## config.mk

```make
export PLATFORM = sky130hd
export DESIGN_NAME = cop_malu
export DESIGN_NICKNAME = d
export VERILOG_FILES = /design/src/cop_isa_pkg.sv /design/src/cop_dp_pkg.sv /design/src/cop_malu.sv
export SDC_FILE = /design/constraint.sdc
export NUM_CORES = 2
export LEC_CHECK = 0
export ABC_CLOCK_PERIOD_IN_PS = 22500
export BUFFER_PORTS_ARGS = -buffer_cell sky130_fd_sc_hd__buf_2
export CAP_MARGIN = 20
export CORE_MARGIN = 5
export CORE_UTILIZATION = 60
export CTS_CLUSTER_DIAMETER = 80
export CTS_CLUSTER_SIZE = 16
export DETAILED_ROUTE_END_ITERATION = 12
export GPL_TIMING_DRIVEN = 1
export PLACE_DENSITY_LB_ADDON = 0.12
export SYNTH_ARGS = -nofsm -noshare
export SYNTH_HDL_FRONTEND = slang
export SYNTH_SLANG_ARGS = --single-unit
```

## constraint.sdc

```tcl
create_clock -name g_clk -period 22.5 [get_ports g_clk]
set_input_delay 0 -clock g_clk [delete_from_list [all_inputs] [get_ports g_clk]]
set_output_delay 0 -clock g_clk [all_outputs]
set_load 0.01 [all_outputs]
```

## src/cop_isa_pkg.sv

```systemverilog
package cop_isa_pkg;

    // Instruction field positions
    localparam int OP_LSB   = 28;
    localparam int OP_W     = 4;
    localparam int CRD_LSB  = 24;
    localparam int CRS1_LSB = 20;
    localparam int CRS2_LSB = 16;
    localparam int CRS3_LSB = 12;
    localparam int REG_W    = 4;
    localparam int IMM_LSB  = 0;
    localparam int IMM_W    = 6;

    localparam int NUM_CPR  = 16;   // Size of the coprocessor register file

    typedef logic [REG_W-1:0] cpr_addr_t;
    typedef logic [IMM_W-1:0] imm_t;

    // Multi-precision opcodes, 11 to 15 are illegal
    typedef enum logic [OP_W-1:0] {
        ADD2 = 4'd0,
        ADD3 = 4'd1,
        SUB2 = 4'd2,
        SUB3 = 4'd3,
        ACC1 = 4'd4,
        ACC2 = 4'd5,
        MAC  = 4'd6,
        SLL  = 4'd7,
        SLLI = 4'd8,
        SRL  = 4'd9,
        SRLI = 4'd10
    } mp_op_e;

    localparam mp_op_e OP_LAST = SRLI;  // Highest legal code

    // Decoded instruction as held during execution
    typedef struct packed {
        mp_op_e    op;
        cpr_addr_t crd;
        cpr_addr_t crs1;
        cpr_addr_t crs2;
        cpr_addr_t crs3;
        imm_t      imm;
    } mp_instr_t;

endpackage

```

## src/cop_dp_pkg.sv

```systemverilog
package cop_dp_pkg;

    import cop_isa_pkg::*;

    localparam int XLEN = 32;

    typedef logic [XLEN-1:0]   word_t;
    typedef logic [2*XLEN-1:0] dword_t;
    typedef logic [XLEN/8-1:0] ben_t;      // One enable per byte

    // Register file write request
    typedef struct packed {
        logic      en;
        ben_t      ben;
        cpr_addr_t addr;
        word_t     data;
    } cpr_wr_t;

    // ALU sequencing steps
    typedef enum logic [1:0] {
        STEP0,
        STEP1,
        STEP2,
        STEP3
    } malu_step_e;

endpackage

```

## src/cop_malu.sv

```systemverilog
module cop_malu
    import cop_isa_pkg::*, cop_dp_pkg::*;
(
    input  logic      g_clk,
    input  logic      g_resetn,

    input  logic      malu_ivalid,
    output logic      malu_idone,
    output logic      malu_rdm_in_rs,   // Ports 2 and 3 carry the destination pair

    input  mp_instr_t malu_instr,
    input  word_t     malu_rs1,
    input  word_t     malu_rs2,
    input  word_t     malu_rs3,

    output ben_t      malu_ben,
    output word_t     malu_wdata
);

    malu_step_e step_q;
    malu_step_e step_nxt;
    dword_t     tmp_q;
    dword_t     tmp_nxt;

    logic is_add2, is_add3, is_sub2, is_sub3;
    logic is_acc1, is_acc2, is_mac;
    logic is_sll, is_slli, is_srl, is_srli;
    logic is_shf, two_step, three_step;
    logic st0, st1, st2;
    logic tmp_ld;
    logic wb_lo, wb_hi;

    dword_t add_lhs, add_rhs, add_res;
    dword_t mul_res;
    dword_t shf_src, shf_res;
    logic   do_sub;
    logic   shf_right;
    imm_t   shamt;

    // Per-opcode decode
    assign is_add2 = malu_ivalid && malu_instr.op == ADD2;
    assign is_add3 = malu_ivalid && malu_instr.op == ADD3;
    assign is_sub2 = malu_ivalid && malu_instr.op == SUB2;
    assign is_sub3 = malu_ivalid && malu_instr.op == SUB3;
    assign is_acc1 = malu_ivalid && malu_instr.op == ACC1;
    assign is_acc2 = malu_ivalid && malu_instr.op == ACC2;
    assign is_mac  = malu_ivalid && malu_instr.op == MAC;
    assign is_sll  = malu_ivalid && malu_instr.op == SLL;
    assign is_slli = malu_ivalid && malu_instr.op == SLLI;
    assign is_srl  = malu_ivalid && malu_instr.op == SRL;
    assign is_srli = malu_ivalid && malu_instr.op == SRLI;

    assign is_shf     = is_sll || is_slli || is_srl || is_srli;
    assign two_step   = is_add2 || is_sub2 || is_acc1 || is_shf;
    assign three_step = is_add3 || is_sub3 || is_acc2 || is_mac;

    assign st0 = step_q == STEP0;
    assign st1 = step_q == STEP1;
    assign st2 = step_q == STEP2;

    always_comb begin
        unique case (step_q)
            STEP0:   step_nxt = STEP1;
            STEP1:   step_nxt = STEP2;
            STEP2:   step_nxt = STEP3;
            default: step_nxt = STEP0;
        endcase
    end

    always_ff @(posedge g_clk) begin
        if (!g_resetn) begin
            step_q <= STEP0;
        end else if (malu_idone) begin
            step_q <= STEP0;        // Ready for the next instruction
        end else if (malu_ivalid) begin
            step_q <= step_nxt;
        end
    end

    assign malu_idone     = (st1 && two_step) || (st2 && three_step);
    assign malu_rdm_in_rs = st0 && (is_acc1 || is_acc2);

    // Shared 64-bit adder
    // Step 0 starts from rs1, later steps add onto tmp
    always_comb begin
        if (st0) begin
            add_lhs = {32'b0, malu_rs1};
            if (is_acc1 || is_acc2) begin
                add_rhs = {malu_rs3, malu_rs2};    // Destination pair, odd word high
            end else begin
                add_rhs = {32'b0, malu_rs2};
            end
        end else begin
            add_lhs = tmp_q;
            add_rhs = {32'b0, is_acc2 ? malu_rs2 : malu_rs3};
        end
    end

    assign do_sub  = is_sub2 || is_sub3;
    assign add_res = do_sub ? add_lhs - add_rhs : add_lhs + add_rhs;

    // 32x32 multiplier, full product
    assign mul_res = {32'b0, malu_rs1} * {32'b0, malu_rs2};

    // Funnel shifter over {rs1,rs2}
    assign shf_right = is_srl || is_srli;
    assign shamt     = (is_slli || is_srli) ? malu_instr.imm : malu_rs3[IMM_W-1:0];
    assign shf_src   = {malu_rs1, malu_rs2};
    assign shf_res   = shf_right ? shf_src >> shamt : shf_src << shamt;

    // Partial result register
    assign tmp_ld = (st0 && (two_step || three_step)) || (st1 && three_step);

    always_comb begin
        if (st0 && is_mac) begin
            tmp_nxt = mul_res;
        end else if (is_shf) begin
            tmp_nxt = shf_res;
        end else begin
            tmp_nxt = add_res;
        end
    end

    always_ff @(posedge g_clk) begin
        if (tmp_ld) begin
            tmp_q <= tmp_nxt;
        end
    end

    // Low word one step before the end, high word from tmp in the last step
    assign wb_lo = (st0 && two_step) || (st1 && three_step);
    assign wb_hi = malu_idone;

    assign malu_ben = {$bits(ben_t){wb_lo || wb_hi}};

    always_comb begin
        if (wb_hi) begin
            malu_wdata = tmp_q[63:32];
        end else if (wb_lo) begin
            malu_wdata = is_shf ? shf_res[31:0] : add_res[31:0];
        end else begin
            malu_wdata = '0;
        end
    end

endmodule

```

== Word-level counts from Yosys, hierarchy flattened ==
Cells that the tools add are included.

* Word-level logic and storage cells: 72
* Output and inout bits: 38
* Flip-flop bits (word level): 66
* Input bits: 125

* Equality and inequality tests: 12
* Reduce and logical (&&, ||, !) cells: 39
* Shifts and indexed selects: 2
* Bitwise logic cells: 1
* Mux-type cells: 13
* $add $sub $neg: 2
* Multiply operators: 1

{| class="wikitable"
|+ Operators by type and width
! cell !! count
|-
| 64-bit two-way mux || 7
|-
| 32-bit two-way mux || 4
|-
| 64-bit adder || 1
|-
| 32-bit by 32-bit multiplier with 64-bit output || 1
|-
| 64-bit by 6-bit left shift with 64-bit output || 1
|-
| 64-bit by 6-bit right shift with 64-bit output || 1
|-
| 64-bit subtractor || 1
|-
| 1-bit logical AND || 18
|-
| 1-bit logical OR || 18
|-
| 4-bit by 3-bit == test with 1-bit output (second input constant) || 4
|-
| 4-bit == test (second input constant) || 3
|-
| 4-bit by 2-bit == test with 1-bit output (second input constant) || 2
|-
| 6-bit two-way mux || 1
|-
| 2-bit one-hot mux with 3 select lines || 1
|-
| 4-bit by 1-bit == test with 1-bit output (second input constant) || 1
|-
| 4-bit logical NOT || 1
|-
| 2-bit by 1-bit == test with 1-bit output (second input constant) || 1
|-
| 2-bit == test (second input constant) || 1
|-
| 2-bit logical NOT || 1
|-
| 2-bit OR reduction || 1
|-
| 1-bit NOT || 1
|}

== Longest topological paths before layout ==
* Depth in word-level cells: 10
* Gate-level depth with buffers: 33
* Depth with buffers taken out: 27

== Worst setup path after synthesis ==
No wires, ideal clock.

* Path kind: input -> register
* Start point: input malu_rs2[3]
* End point: register tmp_q[62] (data pin)
* Buffers on the path: 3
* Data required time: 22.342 ns
* Setup time: 0.158 ns
* Stages on the path: 27
* Arrival: 7.393 ns
* Path slack: 14.949 ns
* Cell sequence: clkbuf_1 clkbuf_1 clkbuf_1 and2_1 fa_1 inv_1 fa_1 fa_1 fa_1 inv_1 fa_1 inv_1 fa_1 inv_1 fa_1 fa_1 ha_1 and2_1 nand3_1 a211oi_1 o21ai_1 a2111oi_2 a21o_2 a41oi_1 or3_1 a2111o_1 o211ai_1

* Cells in the longest elaborated chain, start to end: 6
* Elaborated cells between the ends (all ways): 12
* Those cells by class: 2 x add/sub; 1 x mul; 2 x shift; 7 x mux

{| class="wikitable"
|+ Ends and longest elaborated chain
! item !! RTL line !! source
|-
| from (decl) || cop_malu.sv:13 || <nowiki>input word_t malu_rs2,</nowiki>
|-
| branches (longest 5 deep; another with 32-bit by 32-bit multiplier with 64-bit output) || n/a ||
|-
| 64-bit two-way mux * || cop_malu.sv:115 || <nowiki>if (st0 && is_mac) begin</nowiki>
|-
| net tmp_nxt[62] || cop_malu.sv:23 || <nowiki>dword_t tmp_nxt;</nowiki>
|-
| to (signal assigned) || cop_malu.sv:126 || <nowiki>tmp_q <= tmp_nxt;</nowiki>
|-
| to (decl) || cop_malu.sv:22 || <nowiki>dword_t tmp_q;</nowiki>
|}

Mark *: on every way through the listed nets, which the timed path passes.
A chain may end at the register's enable or synchronous reset.

== Worst setup path in the final report ==
* Start point: input malu_rs2[17]
* End point: register tmp_q[61] (data pin)

The elaborated chain is that of the path after synthesis.

==> key figures <==
Setup path
  – Critical path startpoint category: input pin
  – Cell family with most CP delay: adder cells
  – Worst path bufs/invs: 4
  – CP Max Fanout: 23
  – CP Data Arrival Time: 9.08 ns
  – CP max stage cell: a41oi_1
  – CP max stage delay: 0.69 ns
  – Most common cell on crit path: fa_1
  – Worst path required time: 22.65 ns
  – WS Path Type: in2reg
  – Crit path capture type: flip-flop

Status
  – Run status: finished, final reports clean

Finish
  – FILL cells: 7722
  – Register Area: 0.00196 mm2
  – Fraction of layout cells with a size suffix above 1: 0.0677
  – Area growth, synth to finish: 2.44%
  – NumNets Final: 7554
  – Area of the multi-input gates: 0.0453 mm2

Clock network
  – CTS root buffer: clkbuf_16
  – Max Root-Sink Buffers: 2
  – Worst skew pair latency: 0.36 ns
  – H-tree depth: 3
  – CTS tree: done
  – Clock transition at path regs: 0.06 ns
  – Postcts setup bufs: 0
  – Total CTS buffers: 9
  – # resized after CTS: 0
  – Sink Count: 66
  – # hold bufs at CTS: 2

Route
  – First drt pass iteration count: 9
  – Met2 WL: 89.8 mm
  – Post-DRT Antenna Nets: 0
  – WL met3: 28.7 mm
  – Highest metal used: met5
  – WL final: 218 mm
  – Drt initial violations: 7213
  – Wl on met1: 80.8 mm
  – DRC viols: 0
  – Wirelength per Cell: 29.5 um
  – Vias per Instance: 6.66
  – Via count: 49.1k

Logic synthesis
  – Largest area contributor in the netlist: fa_1
  – Synthesized area per cell: 8.19 um2
  – Post-synth EDFFs: 64
  – Synth top area cells: fa_1 34%, ha_1 7.8%, and2_1 7.3%, nand2_1 6.6%, inv_1 6.2%
  – Synth Warn #: 0
  – Post-synth cell types: 102
  – Ys async rst share: 0
  – Synth Cell Area: 0.0526 mm2
  – Most frequent cell after synthesis: nand2_1
  – Post-synthesis net count: 7779
  – Synth top cells by count: 931 x nand2_1, 897 x fa_1, 873 x inv_1, 618 x and2_1, 368 x clkbuf_1
  – Synth top area share: 0.341
  – #FFs+latches synth: 66
  – Sequential share of the synthesized area: 0.0373
  – Mapped Cells: 6427
  – Most used DFF post-synth: edfxtp_1

Timing
  – Clock Skews: 0.0102 ns
  – Endpoints failing setup: 0
  – Final hold violations: 0
  – Clock period minus final worst setup slack: 8.93 ns
  – Fmax achieved: 112 MHz
  – RSZ-0062 raised after global routing: no
  – Final Max Tran Viols: 0
  – Final worst-path cycle share: 0.397
  – Worst slew margin: 0.175
  – Setup tns final: 0 ns
  – Worst-Margin Slew: 1.23 ns

Global routing
  – Global-route wire length before repair: 322 mm
  – Vias in the first global route: 49.5k
  – Initial antenna violation count: 15
  – Largest net degree at the start of global routing: 128
  – Gr ovfl total: 0
  – Total GRT Usage: 0.458

Placement
  – HPWL after detailed placement: 161 mm
  – Routability cong.: 1.11
  – I/O Buffers: 146

Floorplan
  – Die area: 0.0938 mm2
  – Starting Density: 0.606
  – Horiz. Die Dim: 306 um
  – IO Pins: 163
  – Core area: 0.0869 mm2
  – Std-Cell Rows: 108
  – Die boundary height: 306 um

Job
  – Max-cap violation count: 0

Hold path
  – Worst min path class: in2reg
[flip-flops by register name, summed over array words and instances, names as in the netlist]
| signal | flops |
|---|---|
| step_q | 2 |
| tmp_q | 64 |
[cells by family after synthesis]
| family | share of synthesized area |
|---|---|
| buffers and inverters | 0.104 |
| and+or+nand+nor | 0.201 |
| muxes | 0.0814 |
| DFF | 0.0373 |
| adders and majority gates | 0.420 |
| AOI/OAI and AO/OA | 0.132 |
| xor gates and xnor gates | 0.0248 |
[final timing paths]
path / startpoint / slack [ns] / endpoint / cells past startpoint
hold reg to reg: step_q[1] / 0.55 / step_q[1] / 2
setup / recovery: malu_rs2[17] / 13.57 / tmp_q[61] / 25
setup reg to reg: step_q[0] / 14.83 / tmp_q[49] / 23
hold / removal: malu_ivalid / 0.07 / step_q[1] / 3
[worst min-delay path: cells and delay by family]
| kind | cells | cell delay [ns] |
|---|---|---|
| simple gates | 1 | 0.08 |
| mux | 1 | 0.14 |
| buf+inv | 1 | 0.17 |
[per-layer routing]
metal / global-route usage / vias to the layer above
met5: 0 / -
met4: 0.291 / 2
met3: 0.131 / 835
met2: 0.661 / 3481
met1: 0.609 / 24300
li1: - / 20500
[cell type report]
class                   instances  share of cell area
multi-input cells            4988               0.840
inverters                     873              0.0608
flip-flops and latches         66              0.0364
repair buffers                264              0.0305
well taps                    1155              0.0268
clock buffers                   9             0.00418
clock inverters                 7             0.00142
diodes                          9            0.000418
[stage by stage]
stage | instance area (um2) | cells | hold slack (ns) | setup WS (ns) | utilization
floorplan | 52600 | 6427 | 0.144 | 14.95 | -
global placement | 53500 | 7338 | 0.276 | 13.57 | 0.616
detailed placement | 53500 | 7338 | 0.280 | 13.47 | 0.616
finish | 53900 | 7371 | 0.0676 | 13.57 | 0.621
CTS | 53900 | 7356 | 0.0411 | 13.83 | 0.620
global route | 53900 | 7362 | 0.0792 | 13.39 | 0.620
[placed cells by master, fill, tap and decap left out, types with 13 or more instances in the layout]
cell type  synthesis  routed
edfxtp_1          64      64
a31oi_1           48      48
a221oi_1          17      17
o221ai_1          18      18
nor4_1            21      21
o21a_1            22      22
and2_1           618     617
xnor2_1           94      94
o2111ai_1         18      18
o21ai_1           39      39
nand4_1           44      44
buf_2             56     147
o31ai_1           33      33
mux2_2            51      49
fa_1             897     897
mux2i_1          264     263
nor2_1           235     231
nand3_1          111     111
a21oi_1          288     288
o21ai_0          205     205
o211ai_1          35      35
nor2b_1           51      51
and3_1            28      28
or3_1             16      16
o22ai_1           46      46
inv_1            873     873
buf_4             21     108
a21o_1            72      72
nand2_1          931     930
a221o_1           13      13
a22oi_1           29      29
nor3_1            63      63
o21bai_1          27      27
mux4_2            39      39
xor2_1            55      55
a211oi_1          38      38
ha_1             330     329
Power is not shown: default switching activity piles up to over one toggle a cycle in this logic, so the estimate is an artifact.
