## src/cop_isa_pkg.sv

```systemverilog
package cop_isa_pkg;

    // Instruction field positions
    localparam int OP_LSB   = 28;
    localparam int OP_W     = 4;
    localparam int CRD_LSB  = 24;
    localparam int CRS1_LSB = 20;
    localparam int CRS2_LSB = 16;
    localparam int CRS3_LSB = 12;
    localparam int REG_W    = 4;
    localparam int IMM_LSB  = 0;
    localparam int IMM_W    = 6;

    localparam int NUM_CPR  = 16;   // Size of the coprocessor register file

    typedef logic [REG_W-1:0] cpr_addr_t;
    typedef logic [IMM_W-1:0] imm_t;

    // Multi-precision opcodes, 11 to 15 are illegal
    typedef enum logic [OP_W-1:0] {
        ADD2 = 4'd0,
        ADD3 = 4'd1,
        SUB2 = 4'd2,
        SUB3 = 4'd3,
        ACC1 = 4'd4,
        ACC2 = 4'd5,
        MAC  = 4'd6,
        SLL  = 4'd7,
        SLLI = 4'd8,
        SRL  = 4'd9,
        SRLI = 4'd10
    } mp_op_e;

    localparam mp_op_e OP_LAST = SRLI;  // Highest legal code

    // Decoded instruction as held during execution
    typedef struct packed {
        mp_op_e    op;
        cpr_addr_t crd;
        cpr_addr_t crs1;
        cpr_addr_t crs2;
        cpr_addr_t crs3;
        imm_t      imm;
    } mp_instr_t;

endpackage

```

## src/cop_dp_pkg.sv

```systemverilog
package cop_dp_pkg;

    import cop_isa_pkg::*;

    localparam int XLEN = 32;

    typedef logic [XLEN-1:0]   word_t;
    typedef logic [2*XLEN-1:0] dword_t;
    typedef logic [XLEN/8-1:0] ben_t;      // One enable per byte

    // Register file write request
    typedef struct packed {
        logic      en;
        ben_t      ben;
        cpr_addr_t addr;
        word_t     data;
    } cpr_wr_t;

    // ALU sequencing steps
    typedef enum logic [1:0] {
        STEP0,
        STEP1,
        STEP2,
        STEP3
    } malu_step_e;

endpackage

```

## src/cop_issue.sv

```systemverilog
module cop_issue
    import cop_isa_pkg::*, cop_dp_pkg::*;
(
    input  logic      g_clk,
    input  logic      g_resetn,

    input  logic      instr_valid,
    input  word_t     instr,
    output logic      instr_ready,
    output logic      instr_done,
    output logic      instr_illegal,

    output logic      malu_ivalid,
    output mp_instr_t malu_instr,
    input  logic      malu_idone,
    input  logic      malu_rdm_in_rs,
    input  ben_t      malu_ben,
    input  word_t     malu_wdata,

    output cpr_addr_t rd_addr1,
    output cpr_addr_t rd_addr2,
    output cpr_addr_t rd_addr3,
    output cpr_wr_t   malu_wr
);

    logic      busy_q;
    logic      illegal_q;
    logic      wr_hi_q;     // Next writeback targets the odd register
    mp_instr_t instr_q;
    mp_instr_t instr_dec;
    logic      accept;
    logic      wb_en;
    cpr_addr_t rd_even;
    cpr_addr_t rd_odd;

    assign instr_ready = !busy_q;
    assign accept      = instr_valid && instr_ready;

    // Split the raw word into its fields
    always_comb begin
        instr_dec.op   = mp_op_e'(instr[OP_LSB +: OP_W]);
        instr_dec.crd  = instr[CRD_LSB +: REG_W];
        instr_dec.crs1 = instr[CRS1_LSB +: REG_W];
        instr_dec.crs2 = instr[CRS2_LSB +: REG_W];
        instr_dec.crs3 = instr[CRS3_LSB +: REG_W];
        instr_dec.imm  = instr[IMM_LSB +: IMM_W];
    end

    always_ff @(posedge g_clk) begin
        if (!g_resetn) begin
            busy_q    <= 1'b0;
            illegal_q <= 1'b0;
        end else if (accept) begin
            busy_q    <= 1'b1;
            illegal_q <= instr_dec.op > OP_LAST;   // Unknown code, finish at once
        end else if (instr_done) begin
            busy_q    <= 1'b0;
            illegal_q <= 1'b0;
        end
    end

    always_ff @(posedge g_clk) begin
        if (accept) begin
            instr_q <= instr_dec;
        end
    end

    // Low word comes first, then high word
    always_ff @(posedge g_clk) begin
        if (!g_resetn) begin
            wr_hi_q <= 1'b0;
        end else if (accept) begin
            wr_hi_q <= 1'b0;
        end else if (wb_en) begin
            wr_hi_q <= !wr_hi_q;
        end
    end

    assign malu_ivalid   = busy_q && !illegal_q;
    assign malu_instr    = instr_q;
    assign instr_done    = busy_q && (illegal_q || malu_idone);
    assign instr_illegal = busy_q && illegal_q;

    // Destination register pair
    assign rd_even = {instr_q.crd[REG_W-1:1], 1'b0};
    assign rd_odd  = {instr_q.crd[REG_W-1:1], 1'b1};

    // Accumulates fetch the destination pair on ports 2 and 3
    assign rd_addr1 = instr_q.crs1;
    assign rd_addr2 = malu_rdm_in_rs ? rd_even : instr_q.crs2;
    assign rd_addr3 = malu_rdm_in_rs ? rd_odd  : instr_q.crs3;

    assign wb_en = |malu_ben;

    always_comb begin
        malu_wr.en   = wb_en;
        malu_wr.ben  = malu_ben;
        malu_wr.addr = wr_hi_q ? rd_odd : rd_even;
        malu_wr.data = malu_wdata;
    end

endmodule

```

## config.mk

```make
export PLATFORM = sky130hd
export DESIGN_NAME = cop_issue
export DESIGN_NICKNAME = d
export VERILOG_FILES = /design/src/cop_isa_pkg.sv /design/src/cop_dp_pkg.sv /design/src/cop_issue.sv
export SDC_FILE = /design/constraint.sdc
export NUM_CORES = 1
export LEC_CHECK = 0
export ABC_AREA = 0
export BUFFER_PORTS_ARGS = -buffer_cell sky130_fd_sc_hd__buf_2
export CAP_MARGIN = 25
export CORE_MARGIN = 10
export CORE_UTILIZATION = 33
export CTS_CLUSTER_SIZE = 14
export DETAILED_ROUTE_END_ITERATION = 10
export PLACE_DENSITY_LB_ADDON = 0.15
export SYNTH_ARGS = -nofsm -noshare
export SYNTH_HDL_FRONTEND = slang
export SYNTH_SLANG_ARGS = --single-unit
```

## constraint.sdc

```tcl
create_clock -name g_clk -period 2.9 [get_ports g_clk]
set_clock_uncertainty 0.15 [all_clocks]
set_input_delay 0.58 -clock g_clk [delete_from_list [all_inputs] [get_ports g_clk]]
set_output_delay 0.58 -clock g_clk [all_outputs]
set_load 0.05 [all_outputs]
```

* After elaboration in Yosys (flattened, before gate mapping)
Cells that the tools add are included.
** Cells by class
- $lt $le $gt $ge :: 1
- Mux-type cells :: 6
- Bitwise logic cells :: 1
- Reductions and logical operators :: 11
** Operators with widths (number)
- 4-bit two-way mux :: 2
- 4-bit > comparator (second input constant) :: 1
- 1-bit logical AND :: 4
- 1-bit two-way mux :: 4
- 4-bit OR reduction :: 1
- 1-bit logical NOT :: 3
- 2-bit nonzero test :: 1
- 2-bit OR reduction :: 1
- 1-bit logical OR :: 1
- 1-bit inverter :: 1
** Storage, ports and cells
- Flip-flop bits (word level) :: 29
- Input port bits :: 73
- Output and inout port bits :: 83
- Word-level logic and storage cells :: 28

* Longest topological paths before layout
Gate-level depths: netlist (run 1).
- Word-level depth :: 4
- Depth in mapped cells :: 3
- Mapped depth without buffers :: 3

* Worst setup path after synthesis (run 1)
Ideal clock, no wire load.
- Path kind :: input -> output
- From :: input malu_rdm_in_rs
- To :: output rd_addr2[1]
- Data arrival time :: 1.857 ns
- Required time :: 2.170 ns
- Path slack :: 0.313 ns
- Stages :: 2
- Path buffers :: 1
- Cell sequence :: clkbuf_1 -> o21ai_0
** On the way
- Cells in the longest elaborated chain, start to end :: 1
** RTL lines
- start, declared :: line cop_issue.sv:16 : input logic malu_rdm_in_rs,
- 4-bit two-way mux :: line cop_issue.sv:90 : assign rd_addr2 = malu_rdm_in_rs ? rd_even : instr_q.crs2;
- end, declared :: line cop_issue.sv:21 : output cpr_addr_t rd_addr2,
No other way between the ends.

==> results of run 1 <==
## state kept, by name (all words and copies together) (netlist names)
signal,flops
busy_q,1
illegal_q,1
malu_instr,22
rd_addr1,4
wr_hi_q,1
## worst paths after layout
check | cells past startpoint | slack [ns] | startpoint | end
hold / removal | 1 | 0.33 | instr[14] | malu_instr[8]
setup reg to reg | 3 | 1.71 | busy_q | wr_hi_q
setup / recovery | 3 | 0.72 | malu_ben[1] | malu_wr[40]
hold reg to reg | 1 | 0.38 | busy_q | illegal_q
## stage by stage
step | utilization, % | power (mW)
after floorplan | - | 0.820
after global placement | 38.1 | 0.760
after detailed placement | 38.1 | 0.764
after CTS | 40.1 | 1.08
after global routing | 40.1 | 1.11
final | 40.1 | 1.06
## cells by family after synthesis
| group | Yosys count |
|---|---|
| flip-flops | 29 |
| buffers and inverters | 54 |
| AO/OA/AOI/OAI | 8 |
| AND/OR/NAND/NOR | 16 |
| multiplexers | 1 |
## cell usage in the layout, fill, tap and decap left out, types with 2 or more instances in the layout
cell type and n:
buf_2 85, buf_4 2, clkbuf_8 5, clkinv_2 2
dfxtp_1 3, edfxtp_1 26, inv_1 8, nand2_1 4
nor2_1 4, nor2b_1 2, o21ai_0 6
## report_power, final
| group | switching (mW) | internal [mW] | leakage [nW] |
|---|---|---|---|
| Sequential | 0.0102 | 0.486 | 0.275 |
| Combinational | 0.198 | 0.0556 | 0.443 |
| Clock | 0.140 | 0.166 | 0.0450 |
## final cells by class
class                           count  share of cell area (%)
Clock buffer                        6                    4.52
Tap cell                           50                    3.90
Sequential cell                    29                    52.4
Timing Repair Buffer               87                    27.4
Multi-Input combinational cell     25                    9.28
Inverter                            8                    1.87
Clock inverter                      2                   0.624
## critical path, cell delays in order
cell and delay [ns]:
buf_2 0.10, or4_4 0.54, buf_2 0.23
## routing by layer
metal  vias to the layer above  global-route usage [%]  wire (um)
li1                        408                       -          -
met1                       370                    8.53       1210
met5                         -                       0          0
met3                        17                    7.63        551
met2                        89                    13.2       1430
met4                         0                    4.72         99
==> metrics.txt, run 1 <==
period utilization roughly three quarters; Filler Cell Count 398; Initial Utilization 34.0%; PwrDens 658 mW/mm2; measured slew at the worst slew-check pin 0.268 ns; DP Wirelength 2.79 mm; clk buf depth 2; Synth Area in Simple Gates 6.91%; input/output buffers 85; number of antenna violations at the first check in global routing 0; Total Routing Usage GR slightly below 9%; Post-Synthesis Cells 108; share of cells above drive strength 1 62.4%; placed inst area 0.00152 mm2; sequential area share after synthesis between 60% and 70%; Post-synth EDFFs 26; mux contribution to synthesized area less than 1%; Final Instance Area 0.00161 mm2; Worst slew margin 82.3%; top-count cell post-synth buf_4; top_reg_cell synth edfxtp_1; CTS buffer count 5; CTS Hold Bufs 0; fin nets 229; Die Span Y 84.2 um; Warnings, synthesis 0; DR iter-0 viols 21; Synth area leader edfxtp_1; Min Hold Slack 0.331 ns; Root Driver clkbuf_8; later-pin clock latency in the skew report 0.27 ns; status finished clean; Post-synth top cells 45 x buf_4, 26 x edfxtp_1, 8 x inv_1; vias in the first global route approximately 1000; Avg Synthesized Cell Area 12.6 um2; syn_nets 181; clock sink total 29; H-tree Lvls 2; Setup CP Type input port to primary output; Slew Limit Fails 0; Hold Path Class input port to flip-flop; Critical Path AT approximately 1.5 ns; crit-path max FO 3; Post-CTS Repair Setup Buffers 0; post-route setup slack slightly above 0.7 ns; DR vias/cell ~4.3; largest net degree at the start of global routing 17; DR vias approximately 880; f_max 458 MHz; Die X 84.2 um; ranking of synthesized cells by area edfxtp_1 57%, buf_4 25%, dfxtp_1 4.4%; synthesized area 0.00136 mm2; die area 0.00708 mm2; compound-gate portion of the synthesized area approximately 3.1%; main combinational cell family by area after synthesis buffers and inverters; CP endpoint kind primary output; CORE AREA 0.00400 mm2; unrepaired setup endpoints after global routing no; endpoints failing hold 0; Total Wirelength ~3.3 mm; First-pass DRT Iterations 2; Synth top area share ~57%; grt ovf 0; Synth Area in Adders 0%; antenna-violating nets left 0; register area 841 um2; Setup TNS 0 ns; Leak 0.763 nW; placed cells 199; crit path launch type input port; Yosys reg bits 29; Post-route DRC 0; Worst-path clk slew 0.06 ns; final worst path period need 2.18 ns; maximum VDD drop 0.231 mV; CTS tree done; first-pass GRT wire length about 5.1 mm; area growth from synthesis to layout 18.1%; Top Ports approximately 160; Distinct cells, synth 17; row cnt 23; diodes inserted 0; dpl ws a little over 0.7 ns; WL/cell 15.9 um; async set or reset register ratio after synthesis 0%; multi-input logic area 149 um2; Cell Count, Final, Fillers Out about 210; CTS resizes 0; xor/xnor share of the synthesized area 0%; Final setup viols 0; Final Wtd Congestion 0.805; required time worst endpoint 2.17 ns; max_cap viols 0
Power figures use the tool's default switching activity.
==> run 2: changes to the inputs <==
- CORE_UTILIZATION: 33 -> 30
- clock period: 2.9 -> 1.77 ns (I/O delays scaled with it)
==> run 2 against run 1 <==
Via count is 1.0% higher. Cell area is 2.1% higher. Combinational power is 69% higher. Setup slack worse by 0.67 ns. Non-clock buffer count is 1 lower. Critical path depth stayed put. Sequential share of layout area is 1.1 points lower. Power is 66% higher. Critical path type unchanged.
==> metrics.txt, run 2 (synthesis results as in run 1) <==
Hold Path Class input port to flip-flop; area growth from synthesis to layout 20.6%; Top Ports 156 (unchanged); Sequential Power Share 46.6% (-0.4 points); antenna-violating nets left 0 (unchanged); Slew Limit Fails 0 (unchanged); combinational share of power 24.6% (+0.6 points); grt ovf 0 (unchanged); Crit path buffers/inverters 2 (unchanged); CTS tree done; max_cap viols 0 (unchanged); commonest cells after routing, fill and taps aside 85 x buf_2, 26 x edfxtp_1, 8 x inv_1, 5 x o21ai_2, 5 x clkbuf_8; period utilization 97.3%; DR iter-0 viols 15 (-29%); endpoints failing hold 0 (unchanged); reg-to-reg slack, setup 0.54 ns (-1.17 ns); R2R Path Start busy_q; Psw 583 uW (+67%); measured slew at the worst slew-check pin 0.263 ns (-0.00430 ns); Total Wirelength 3.63 mm (+10%); slowest cell on the critical path or4_4; Root Driver clkbuf_8; Cell Int Power 1.17 mW (+65%); CORE AREA 0.00438 mm2 (+9.6%); First-pass DRT Iterations 4 (+2); row cnt 24 (+4.3%); total power 1.75 mW (+66%); input/output buffers 85 (unchanged); most used cell, CP buf_2; Worst slew margin 82.3% (about the same); largest net degree at the start of global routing 29 (+12); clock power share 28.8% (-0.2 points); crit-path max FO 3 (unchanged); first-pass GRT wire length 5.18 mm (+2.1%); worst min-delay path endpoint malu_instr[6]; fin nets 228 (-0.44%); CTS Hold Bufs 0 (unchanged); DR vias 893 (+1.0%); later-pin clock latency in the skew report 0.27 ns (about the same); Leak 0.770 nW (+0.89%); Final Wtd Congestion 0.694 (-14%); unrepaired setup endpoints after global routing no; Total Routing Usage GR 8.97% (+0.018 points); Die Span Y 87.3 um (+3.7%); DR vias/cell 4.29 (+0.53%); status finished clean; Worst-path clk slew 0.06 ns (about the same); cell depth of the worst setup path 3 (unchanged); required time worst endpoint 1.27 ns (-0.90 ns); maximum VDD drop 0.419 mV (+82%); H-tree Lvls 2 (unchanged); share of cells above drive strength 1 67.3% (+4.9 points); clock sink total 29 (unchanged); diodes inserted 0 (unchanged); clk buf depth 2 (unchanged); Die X 87.3 um (+3.7%); most common cell after layout, fill and taps aside buf_2; Sw Ratio 33.3% (+0.31 points); WL/cell 17.4 um (+9.9%); Initial Utilization 31.0% (-3.0 points); Critical Path AT 1.22 ns (-0.23 ns); fin util 37.4% (-2.7 points); PwrDens 1070 mW/mm2 (+62%); f_max 581 MHz; CTS resizes 0 (unchanged); Filler Cell Count 439 (+10%); die area 0.00762 mm2 (+7.6%); Post-route DRC 0 (unchanged); final worst path period need approximately 1.7 ns; critical path's top delay family simple AND/OR/NAND/NOR gates; CP endpoint kind primary output; Post-CTS Repair Setup Buffers 0 (unchanged); vias in the first global route 999 (-1.9%); max FFs per register 22 (unchanged); number of antenna violations at the first check in global routing 0 (unchanged); Setup CP Type input port to primary output; Worst Hold Depth 1 (unchanged); r2r endpoint wr_hi_q; Critical Path Max Stage Delay 0.53 ns (about the same); R2R depth 3 (unchanged); CTS buffer count 5 (unchanged); Final setup viols 0 (unchanged); ordered cell list for the critical path buf_2, or4_4, buf_2; crit path launch type input port; hold path startpoint instr[12]
## run 2: changes by cell type in the layout (fill, tap and decap cells not counted), moves of 2 or more
cell     previous run  this run
buf_4               2         0
nor2_1              4         2
nor2_2              0         2
o21ai_0             6         0
o21ai_2             0         5
## run 2: worst register-to-register path: stages (launching register included)
cell,delay [ns]
dfxtp_1,0.35
nor2b_2,0.16
buf_12,0.20
and4bb_2,0.26
## run 2: routing by layer
layer	GRT usage (%)	wire length (um)	vias to the layer above
met5	0	0	-
met4	8.12	190	0
met3	5.81	561	30
met2	14.1	1780	67
met1	7.60	1100	382
li1	-	-	414
## run 2: worst max path at each step
stage                               from          end  slack (ns)
after detailed placement     malu_ben[1]  malu_wr[40]        0.05
after global placement       malu_ben[1]  malu_wr[40]        0.05
after global routing         malu_ben[1]  malu_wr[40]        0.03
final                        malu_ben[1]  malu_wr[40]        0.05
after CTS                    malu_ben[1]  malu_wr[40]        0.04
after floorplan           malu_instr[12]  rd_addr2[2]       -0.17
## run 2: area by class of cell
class                      instances  area, um2  share of cell area, %
clock buffer                       6       72.6                   4.43
clock inverter                     2       10.0                  0.611
inverter                           8       30.0                   1.83
multi-input combinational         25        175                   10.7
sequential                        29        841                   51.3
tap                               52       65.1                   3.97
timing repair buffer              86        445                   27.2
## run 2: power by group through the flow
stage	combinational (mW)	sequential [mW]	clock, mW
after CTS	0.438	0.815	0.533
after detailed placement	0.437	0.829	0
after global placement	0.434	0.828	0
final	0.430	0.815	0.503
after floorplan	0.396	0.956	0
after global routing	0.453	0.820	0.568
## run 2: through the flow
step | instances | area (um2) | hold slack, ns | worst slack, ns | TNS [ns]
after CTS | 208 | 1640 | 0.0945 | 0.0444 | 0
final | 208 | 1640 | 0.105 | 0.0480 | 0
after detailed placement | 200 | 1560 | 0.366 | 0.0453 | 0
after global routing | 208 | 1640 | 0.0858 | 0.0270 | 0
after global placement | 200 | 1560 | 0.352 | 0.0500 | 0
after floorplan | 108 | 1390 | 0.303 | -0.166 | -0.166
